**src/source/fcvt_pkg.sv**
```systemverilog
`default_nettype none

package fcvt_pkg;

    localparam int EXP_BITS = 8;
    localparam int MAN_BITS = 23;
    localparam int EXP_BIAS = 127;
    localparam int INT_BITS = 32;
    localparam int XLEN     = 32;

    typedef struct packed {
        logic                sign;
        logic [EXP_BITS-1:0] exp;
        logic [MAN_BITS-1:0] man;
    } fp32_t;

    typedef enum logic [2:0] {
        RNE = 3'd0,
        RTZ = 3'd1,
        RDN = 3'd2,
        RUP = 3'd3,
        RMM = 3'd4
    } roundmode_e;

    // same bit order as the fflags CSR with nv in the msb
    typedef struct packed {
        logic nv;
        logic dz;
        logic of;
        logic uf;
        logic nx;
    } fflags_t;

    typedef enum logic [1:0] {
        F2I_S = 2'd0,
        F2I_U = 2'd1,
        I2F_S = 2'd2,
        I2F_U = 2'd3
    } cvt_op_e;

    typedef struct packed {
        cvt_op_e           op;
        roundmode_e        rm;
        logic [XLEN-1:0]   src;  // float bits or integer depending on op
    } cvt_req_t;

    typedef struct packed {
        logic [XLEN-1:0] result;
        fflags_t         flags;
    } cvt_rsp_t;

    function automatic logic is_nan_f(input fp32_t f);
        logic exp_all;
        logic man_nz;
        exp_all = &f.exp;
        man_nz  = |f.man;
        return exp_all & man_nz;
    endfunction

endpackage

`default_nettype wire

```
**src/source/credit_fifo.sv**
```systemverilog
`timescale 1ns/1ps
`default_nettype none

module credit_fifo #(
    parameter int DEPTH = 4
) (
    input  wire logic               clk,
    input  wire logic               arst_n_i,
    input  wire logic               push_i,
    input  wire fcvt_pkg::cvt_req_t push_data_i,
    input  wire logic               pop_i,
    output fcvt_pkg::cvt_req_t      head_o,
    output logic                    not_empty_o,
    output logic                    credit_o
);

    import fcvt_pkg::*;

    localparam int PTR_W = (DEPTH > 1) ? $clog2(DEPTH) : 1;
    localparam int CNT_W = $clog2(DEPTH + 1);

    cvt_req_t            mem [DEPTH];
    logic [PTR_W-1:0]    wr_ptr;
    logic [PTR_W-1:0]    rd_ptr;
    logic [CNT_W-1:0]    count;

    // the sender's credits keep the number of entries within DEPTH
    always_ff @(posedge clk) begin
        if (push_i) begin
            mem[wr_ptr] <= push_data_i;
        end
    end

    always_ff @(posedge clk or negedge arst_n_i) begin
        if (!arst_n_i) begin
            wr_ptr   <= '0;
            rd_ptr   <= '0;
            count    <= '0;
            credit_o <= 1'b0;
        end else begin
            if (push_i) begin
                wr_ptr <= (wr_ptr == PTR_W'(DEPTH - 1)) ? '0 : wr_ptr + 1'b1;
            end
            if (pop_i) begin
                rd_ptr <= (rd_ptr == PTR_W'(DEPTH - 1)) ? '0 : rd_ptr + 1'b1;
            end
            if (push_i && !pop_i) begin
                count <= count + 1'b1;
            end else if (!push_i && pop_i) begin
                count <= count - 1'b1;
            end
            credit_o <= pop_i;  // one credit back per freed slot
        end
    end

    assign head_o      = mem[rd_ptr];
    assign not_empty_o = count != '0;

endmodule

`default_nettype wire

```
**src/source/f2i.sv**
```systemverilog
`timescale 1ns/1ps
`default_nettype none

module f2i (
    input  wire fcvt_pkg::fp32_t          src_i,
    input  wire logic                     unsigned_i,
    input  wire fcvt_pkg::roundmode_e     rm_i,
    output logic [fcvt_pkg::XLEN-1:0]     result_o,
    output fcvt_pkg::fflags_t             flags_o
);

    import fcvt_pkg::*;

    // exponent at which the mantissa lsb weighs exactly one
    localparam logic [EXP_BITS-1:0] LPATH_EXP   = EXP_BITS'(EXP_BIAS + MAN_BITS);
    localparam logic [EXP_BITS-1:0] MAX_INT_EXP = EXP_BITS'(EXP_BIAS + INT_BITS - 1);
    localparam int                  SHIFT_W     = 2 * MAN_BITS + 3;

    logic                  exp_nz;
    logic [EXP_BITS-1:0]   exp_eff;
    logic [MAN_BITS:0]     mant;
    logic                  exp_of;
    logic                  sel_lpath;
    logic [EXP_BITS-1:0]   lpath_dist;
    logic [XLEN-1:0]       lpath_mag;
    logic [EXP_BITS-1:0]   rpath_dist;
    logic [4:0]            rpath_shamt;
    logic [SHIFT_W-1:0]    rpath_shift;
    logic [MAN_BITS:0]     rpath_int;
    logic                  rpath_guard;
    logic                  rpath_sticky;
    logic                  rpath_up;
    logic                  rpath_inexact;
    logic [XLEN-1:0]       rpath_mag;
    logic [XLEN-1:0]       mag;
    logic                  signed_of;
    logic                  neg_iv;
    logic                  iv;
    logic                  sel_max;
    logic [XLEN-1:0]       sat;

    // subnormals behave like exponent one without the hidden bit
    assign exp_nz  = |src_i.exp;
    assign exp_eff = src_i.exp | {{(EXP_BITS-1){1'b0}}, ~exp_nz};
    assign mant    = {exp_nz, src_i.man};

    assign exp_of    = exp_eff > MAX_INT_EXP;  // also catches infinity and NaN
    assign sel_lpath = exp_eff >= LPATH_EXP;

    assign lpath_dist = exp_eff - LPATH_EXP;
    assign lpath_mag  = XLEN'(mant) << lpath_dist[3:0];

    // shifts past the guard position only feed the sticky bit
    assign rpath_dist  = LPATH_EXP - exp_eff;
    assign rpath_shamt = (rpath_dist > EXP_BITS'(MAN_BITS + 2)) ? 5'(MAN_BITS + 2)
                                                                : rpath_dist[4:0];
    assign rpath_shift  = {mant, {(MAN_BITS+2){1'b0}}} >> rpath_shamt;
    assign rpath_int    = rpath_shift[SHIFT_W-1:MAN_BITS+2];
    assign rpath_guard  = rpath_shift[MAN_BITS+1];
    assign rpath_sticky = |rpath_shift[MAN_BITS:0];

    fp_rounding rounding (
        .sign_i    (src_i.sign),
        .guard_i   (rpath_guard),
        .sticky_i  (rpath_sticky),
        .lsb_i     (rpath_int[0]),
        .rm_i      (rm_i),
        .up_o      (rpath_up),
        .inexact_o (rpath_inexact)
    );

    assign rpath_mag = XLEN'(rpath_int) + XLEN'(rpath_up);
    assign mag       = sel_lpath ? lpath_mag : rpath_mag;

    // only -2^31 fits on the negative side at full magnitude
    assign signed_of = ~unsigned_i & (src_i.sign ? (mag > {1'b1, {(XLEN-1){1'b0}}})
                                                 : mag[XLEN-1]);
    assign neg_iv    = unsigned_i & src_i.sign & (|mag);
    assign iv        = exp_of | signed_of | neg_iv;

    assign sel_max = is_nan_f(src_i) | ~src_i.sign;
    assign sat     = sel_max ? {unsigned_i, {(XLEN-1){1'b1}}}
                             : {~unsigned_i, {(XLEN-1){1'b0}}};

    always_comb begin
        if (iv) begin
            result_o = sat;
        end else if (src_i.sign && !unsigned_i) begin
            result_o = -mag;
        end else begin
            result_o = mag;
        end
    end

    assign flags_o = '{nv: iv, nx: ~iv & ~sel_lpath & rpath_inexact, default: 1'b0};

endmodule

`default_nettype wire

```
**src/source/fcvt_pipe.sv**
```systemverilog
`timescale 1ns/1ps
`default_nettype none

module fcvt_pipe #(
    parameter int OUT_CREDITS = 2
) (
    input  wire logic               clk,
    input  wire logic               arst_n_i,
    input  wire fcvt_pkg::cvt_req_t head_i,
    input  wire logic               not_empty_i,
    output logic                    pop_o,
    input  wire logic               rsp_credit_i,
    output logic                    rsp_valid_o,
    output fcvt_pkg::cvt_rsp_t      rsp_o
);

    import fcvt_pkg::*;

    localparam int CRD_W = $clog2(OUT_CREDITS + 1);

    logic [CRD_W-1:0]  credits;
    logic              issue;
    logic              s1_valid;
    cvt_req_t          s1_req;
    logic [XLEN-1:0]   f2i_result;
    fflags_t           f2i_flags;
    fp32_t             i2f_result;
    fflags_t           i2f_flags;
    logic              is_f2i;
    cvt_rsp_t          rsp_d;

    assign issue = not_empty_i & (credits != '0);
    assign pop_o = issue;

    always_ff @(posedge clk or negedge arst_n_i) begin
        if (!arst_n_i) begin
            credits <= CRD_W'(OUT_CREDITS);
        end else if (issue && !rsp_credit_i) begin
            credits <= credits - 1'b1;
        end else if (!issue && rsp_credit_i) begin
            credits <= credits + 1'b1;
        end
    end

    always_ff @(posedge clk or negedge arst_n_i) begin
        if (!arst_n_i) begin
            s1_valid    <= 1'b0;
            rsp_valid_o <= 1'b0;
        end else begin
            s1_valid    <= issue;
            rsp_valid_o <= s1_valid;
        end
    end

    always_ff @(posedge clk) begin
        if (issue) begin
            s1_req <= head_i;
        end
        if (s1_valid) begin
            rsp_o <= rsp_d;
        end
    end

    f2i f2i_inst (
        .src_i      (s1_req.src),
        .unsigned_i (s1_req.op == F2I_U),
        .rm_i       (s1_req.rm),
        .result_o   (f2i_result),
        .flags_o    (f2i_flags)
    );

    i2f i2f_inst (
        .src_i      (s1_req.src),
        .unsigned_i (s1_req.op == I2F_U),
        .rm_i       (s1_req.rm),
        .result_o   (i2f_result),
        .flags_o    (i2f_flags)
    );

    assign is_f2i = (s1_req.op == F2I_S) || (s1_req.op == F2I_U);

    always_comb begin
        if (is_f2i) begin
            rsp_d.result   = f2i_result;
            rsp_d.flags    = f2i_flags;
            rsp_d.flags.nv = f2i_flags.nv | is_nan_f(s1_req.src);  // any NaN source is invalid
        end else begin
            rsp_d.result = i2f_result;
            rsp_d.flags  = i2f_flags;
        end
    end

endmodule

`default_nettype wire

```
**src/source/fcvt_top.sv**
```systemverilog
`timescale 1ns/1ps
`default_nettype none

module fcvt_top #(
    parameter int QUEUE_DEPTH = 4,
    parameter int OUT_CREDITS = 2
) (
    input  wire logic               clk,
    input  wire logic               arst_n_i,
    input  wire logic               req_valid_i,
    input  wire fcvt_pkg::cvt_req_t req_i,
    output logic                    req_credit_o,
    input  wire logic               rsp_credit_i,
    output logic                    rsp_valid_o,
    output fcvt_pkg::cvt_rsp_t      rsp_o
);

    import fcvt_pkg::*;

    cvt_req_t head;
    logic     not_empty;
    logic     pop;

    credit_fifo #(.DEPTH(QUEUE_DEPTH)) fifo_inst (
        .clk         (clk),
        .arst_n_i    (arst_n_i),
        .push_i      (req_valid_i),
        .push_data_i (req_i),
        .pop_i       (pop),
        .head_o      (head),
        .not_empty_o (not_empty),
        .credit_o    (req_credit_o)
    );

    fcvt_pipe #(.OUT_CREDITS(OUT_CREDITS)) pipe_inst (
        .clk          (clk),
        .arst_n_i     (arst_n_i),
        .head_i       (head),
        .not_empty_i  (not_empty),
        .pop_o        (pop),
        .rsp_credit_i (rsp_credit_i),
        .rsp_valid_o  (rsp_valid_o),
        .rsp_o        (rsp_o)
    );

endmodule

`default_nettype wire

```
**src/source/fp_rounding.sv**
```systemverilog
`timescale 1ns/1ps
`default_nettype none

module fp_rounding (
    input  wire logic                sign_i,
    input  wire logic                guard_i,
    input  wire logic                sticky_i,
    input  wire logic                lsb_i,
    input  wire fcvt_pkg::roundmode_e rm_i,
    output logic                     up_o,
    output logic                     inexact_o
);

    import fcvt_pkg::*;

    logic inexact;

    assign inexact   = guard_i | sticky_i;
    assign inexact_o = inexact;

    always_comb begin
        case (rm_i)
            RNE: begin
                up_o = guard_i & (sticky_i | lsb_i);  // ties go to the even value
            end
            RTZ: begin
                up_o = 1'b0;
            end
            RDN: begin
                up_o = sign_i & inexact;  // magnitude grows toward minus infinity
            end
            RUP: begin
                up_o = ~sign_i & inexact;
            end
            RMM: begin
                up_o = guard_i;  // ties away from zero
            end
            default: begin
                up_o = 1'b0;
            end
        endcase
    end

endmodule

`default_nettype wire

```
**src/source/i2f.sv**
```systemverilog
`timescale 1ns/1ps
`default_nettype none

module i2f (
    input  wire logic [fcvt_pkg::XLEN-1:0] src_i,
    input  wire logic                      unsigned_i,
    input  wire fcvt_pkg::roundmode_e      rm_i,
    output fcvt_pkg::fp32_t                result_o,
    output fcvt_pkg::fflags_t              flags_o
);

    import fcvt_pkg::*;

    localparam int                  LZ_W     = $clog2(INT_BITS);
    localparam logic [EXP_BITS-1:0] EXP_TOP  = EXP_BITS'(EXP_BIAS + INT_BITS - 1);
    localparam int                  GRD_POS  = INT_BITS - MAN_BITS - 2;

    logic                  sign;
    logic [INT_BITS-1:0]   mag;
    logic [INT_BITS-1:0]   norm;
    logic [LZ_W-1:0]       lz;
    logic                  empty;
    logic                  guard;
    logic                  sticky;
    logic                  up;
    logic                  inexact;
    logic [MAN_BITS:0]     rounded;
    logic [EXP_BITS-1:0]   exp_raw;

    assign sign = src_i[INT_BITS-1] & ~unsigned_i;
    assign mag  = sign ? -src_i : src_i;  // 0x80000000 maps onto itself

    lzc #(.WIDTH(INT_BITS)) lzc_inst (
        .in_i    (mag),
        .cnt_o   (lz),
        .empty_o (empty)
    );

    assign norm = mag << lz;  // leading one lands in the msb and is dropped

    assign guard  = norm[GRD_POS];
    assign sticky = |norm[GRD_POS-1:0];

    fp_rounding rounding (
        .sign_i    (sign),
        .guard_i   (guard),
        .sticky_i  (sticky),
        .lsb_i     (norm[GRD_POS+1]),
        .rm_i      (rm_i),
        .up_o      (up),
        .inexact_o (inexact)
    );

    assign rounded = {1'b0, norm[INT_BITS-2 -: MAN_BITS]} + (MAN_BITS+1)'(up);

    // a carry out leaves an all-zero mantissa and bumps the exponent
    assign exp_raw = EXP_TOP - EXP_BITS'(lz) + EXP_BITS'(rounded[MAN_BITS]);

    always_comb begin
        if (empty) begin
            result_o = '0;
        end else begin
            result_o = '{sign: sign, exp: exp_raw, man: rounded[MAN_BITS-1:0]};
        end
    end

    assign flags_o = '{nx: inexact, default: 1'b0};

endmodule

`default_nettype wire

```
**src/source/lzc.sv**
```systemverilog
`timescale 1ns/1ps
`default_nettype none

module lzc #(
    parameter int WIDTH = 32
) (
    input  wire logic [WIDTH-1:0]         in_i,
    output logic [$clog2(WIDTH)-1:0]      cnt_o,
    output logic                          empty_o
);

    localparam int CNT_W = $clog2(WIDTH);

    always_comb begin
        cnt_o = '0;
        // scan upward so the highest set bit decides the count
        for (int i = 0; i < WIDTH; i++) begin
            if (in_i[i]) begin
                cnt_o = CNT_W'(WIDTH - 1 - i);
            end
        end
    end

    assign empty_o = ~|in_i;  // count is meaningless when this is set

endmodule

`default_nettype wire

```
**config.mk**
```make
export PLATFORM = sky130hd
export DESIGN_NAME = fcvt_top
export DESIGN_NICKNAME = d
export VERILOG_FILES = /design/src/source/fcvt_pkg.sv /design/src/source/credit_fifo.sv /design/src/source/f2i.sv /design/src/source/fcvt_pipe.sv /design/src/source/fcvt_top.sv /design/src/source/fp_rounding.sv /design/src/source/i2f.sv /design/src/source/lzc.sv
export SDC_FILE = /design/constraint.sdc
export NUM_CORES = 1
export LEC_CHECK = 0
export ABC_AREA = 1
export ABC_CLOCK_PERIOD_IN_PS = 10300
export BUFFER_PORTS_ARGS = -buffer_cell sky130_fd_sc_hd__buf_2
export CAP_MARGIN = 10
export CORE_MARGIN = 2
export CORE_UTILIZATION = 46
export DETAILED_ROUTE_END_ITERATION = 6
export SLEW_MARGIN = 20
export SYNTH_ARGS = -nofsm -noshare
export SYNTH_HDL_FRONTEND = slang
export SYNTH_SLANG_ARGS = --single-unit
```
**constraint.sdc**
```tcl
create_clock -name clk -period 10.3 [get_ports clk]
set_clock_uncertainty 0.2 [all_clocks]
set_input_delay 0.515 -clock clk [delete_from_list [all_inputs] [get_ports clk]]
set_output_delay 0.515 -clock clk [all_outputs]
set_load 0.05 [all_outputs]
```
==> impl_metrics.json <==
{
  "async_reset_ff_share_pct": 4.78,
  "grt_pass1_wl_um": 84100,
  "cts_root_buffer": "clkbuf_16",
  "yosys-top-cells-count": "784 x nand2_1, 273 x nand3_1, 233 x nor2_1",
  "cts_buffers": 26,
  "synth_cell_types": 60,
  "r2r_cells": 38,
  "avgSynthCellArea_um2": 7.06,
  "synth_area_leaders": "edfxtp_1 38%, nand2_1 17%, nand3_1 8.0%",
  "antenna_found_initial": 0,
  "yosysWarnings": 0,
  "track_usage_pct": 27.6,
  "drt_first_pass_iters": 6,
  "r2r_slack_ns": 1.31,
  "worst_slack_ns": 1.31,
  "grt_max_degree": 77,
  "cts_tree": "yes",
  "routed_wl_um": 53600,
  "synthesis.area_um2": 17200,
  "synth_edf_count": 219,
  "ys_seq_elements": 230,
  "top_layer_used": "met4",
  "cts_max_level": 1,
  "n_fill_cell": 3648,
  "synth.most_common_cell": "nand2_1",
  "die_w_um": 197,
  "synthCells": 2434,
  "clock_latency_ns": 0.54,
  "area_delta_synth_final_pct": 10.2,
  "worstSetupEndpoint": "pipe_inst.rsp_o[18]",
  "holdBufCountCts": 34,
  "maxCapViolations": 0,
  "num_antenna_cells": 0,
  "core_area_um2": 36700,
  "io_buffers": 76,
  "drive_above_1_share_pct": 8.74,
  "cts_sinks": 230,
  "critPathLaunchType": "register",
  "r2r-start": "pipe_inst.s1_req[24]",
  "period_minus_slack_ns": 8.99,
  "max_freq_ghz": 0.111,
  "synth_top_area_share_pct": 38.3,
  "reg2reg_to": "pipe_inst.rsp_o[18]",
  "dieArea_um2": 38900,
  "arrival_ns": 9.08,
  "outcome": "complete, no violations",
  "m1WireLength_um": 24100,
  "required_ns": 10.38,
  "hold_viol": 0,
  "gp_congestion": 0.968,
  "drtIter0Drc": 1360,
  "post-place-ws_ns": 1.41,
  "cts_resized": 0,
  "yosys_most_used_dff": "edfxtp_1",
  "critPathKind": "register to register",
  "nets": 2549,
  "hold_depth": 1,
  "crit_path_start": "pipe_inst.s1_req[24]",
  "place_hpwl_um": 40300,
  "clk_path_buf_depth": 3,
  "antenna_violating_nets_post_route": 0,
  "slowest_delay_ns": 0.73,
  "critPathCaptureType": "register",
  "core.rowCount": 70,
  "vias": 16344,
  "drc_errors": 0,
  "grt_pass1_vias": 15449,
  "wl_per_cell_um": 18.0,
  "tns_ns": 0,
  "slew_headroom_pct": 30.3,
  "synth_top_area_cell": "edfxtp_1",
  "clk_pin_slew_worst_paths_ns": 0.06,
  "slew_viol_final": 0,
  "setup_viol": 0,
  "seq_area_frac_synth_pct": 39.9,
  "post_cts_buffers": 0,
  "vias_per_cell": 5.50,
  "slowest_stage": "edfxtp_1",
  "initial_core_util_pct": 46.8,
  "worstMarginPinSlew_ns": 1.04,
  "met2_wirelength_um": 24800,
  "dr_wl_met3_um": 2660,
  "post-route-period-util_pct": 87.3,
  "ioPinCount": 80,
  "grt.overflow.total": 0,
  "path_max_fanout": 48,
  "die_h_um": 197,
  "rsz0062_at_grt": "false",
  "hold_path.class": "input port to register"
}
## per-layer routing
layer | GRT usage, % | vias to the layer above
li1 | - | 8259
met1 | 37.8 | 7454
met2 | 45.3 | 520
met3 | 2.80 | 111
met4 | 10.7 | 0
met5 | 0 | -
## final cells by class
| class | count | area [um^2] | share of cell area, % |
|---|---|---|---|
| timing repair buffer | 140 | 946 | 5.00 |
| inverter | 210 | 790 | 4.17 |
| tap | 468 | 586 | 3.09 |
| multi-input combinational | 1880 | 9000 | 47.5 |
| clock inverter | 12 | 80.1 | 0.423 |
| clock buffer | 34 | 681 | 3.59 |
| sequential | 230 | 6850 | 36.2 |
## cells in the final DEF (no fill, tap or decap), types with 30 or more instances in the layout
master / n
nand4_1: 36
inv_1: 185
o21ai_1: 68
o21ai_0: 178
edfxtp_1: 219
xor2_1: 45
buf_2: 76
nor2_1: 232
dlygate4sd3_1: 34
o22ai_1: 49
buf_4: 30
nand3_1: 273
nand2_1: 784
## worst max-delay path, delay by kind of cell (launching register included)
| family | cells | cell delay (ns) |
|---|---|---|
| simple gates | 22 | 4.82 |
| compound gates | 10 | 1.70 |
| fa+ha+maj | 4 | 1.08 |
| flops | 1 | 0.73 |
| buf+inv | 2 | 0.14 |
## flip-flops by register name, summed over array words and instances (netlist names)
register,cells
pipe_inst.s1_req,37
pipe_inst.rsp_valid_o,1
fifo_inst.mem,148
pipe_inst.credits,2
pipe_inst.rsp_o,34
fifo_inst.rd_ptr,2
fifo_inst.wr_ptr,2
pipe_inst.s1_valid,1
fifo_inst.count,3
## logic make-up (layout without fill, tap and decap cells)
family / after synthesis / in the layout / share of synthesized area, %
AND/OR/NAND/NOR: 1410 / 1410 / 34.6
AO/OA/AOI/OAI: 366 / 366 / 11.9
buffers and inverters: 326 / 396 / 7.81
flip-flops: 230 / 230 / 39.9
XOR/XNOR: 61 / 61 / 3.11
adder cells (fa/ha/maj): 20 / 20 / 1.50
multiplexers: 20 / 20 / 1.25
other: 1 / 3 / 0.0218
## per-stage QoR
step | hold WS, ns | cell area, um^2 | util [%] | cells
2_1_floorplan | 0.0194 | 17200 | - | 2436
3_3_place_gp | 0.195 | 17800 | 48.6 | 2894
3_5_place_dp | 0.209 | 17800 | 48.6 | 2894
4_1_cts | 0.000384 | 18900 | 51.6 | 2974
5_1_grt | 0.00182 | 18900 | 51.6 | 2974
6_report | 0.0129 | 18900 | 51.6 | 2974
## how the worst min path moves through the flow
stage,from,endpoint,slack (ns)
floorplan,arst_n_i,fifo_inst.count[0],0.02
global placement,arst_n_i,pipe_inst.rsp_valid_o,0.20
detailed placement,arst_n_i,pipe_inst.s1_valid,0.21
CTS,req_i[22],fifo_inst.mem[1][22],0.0004
global route,req_i[18],fifo_inst.mem[0][18],0.002
finish,req_i[34],fifo_inst.mem[1][34],0.01
Power is left out: the tool's default activity adds up to more than one toggle a clock period on the data nets, which glitch-free logic cannot reach.
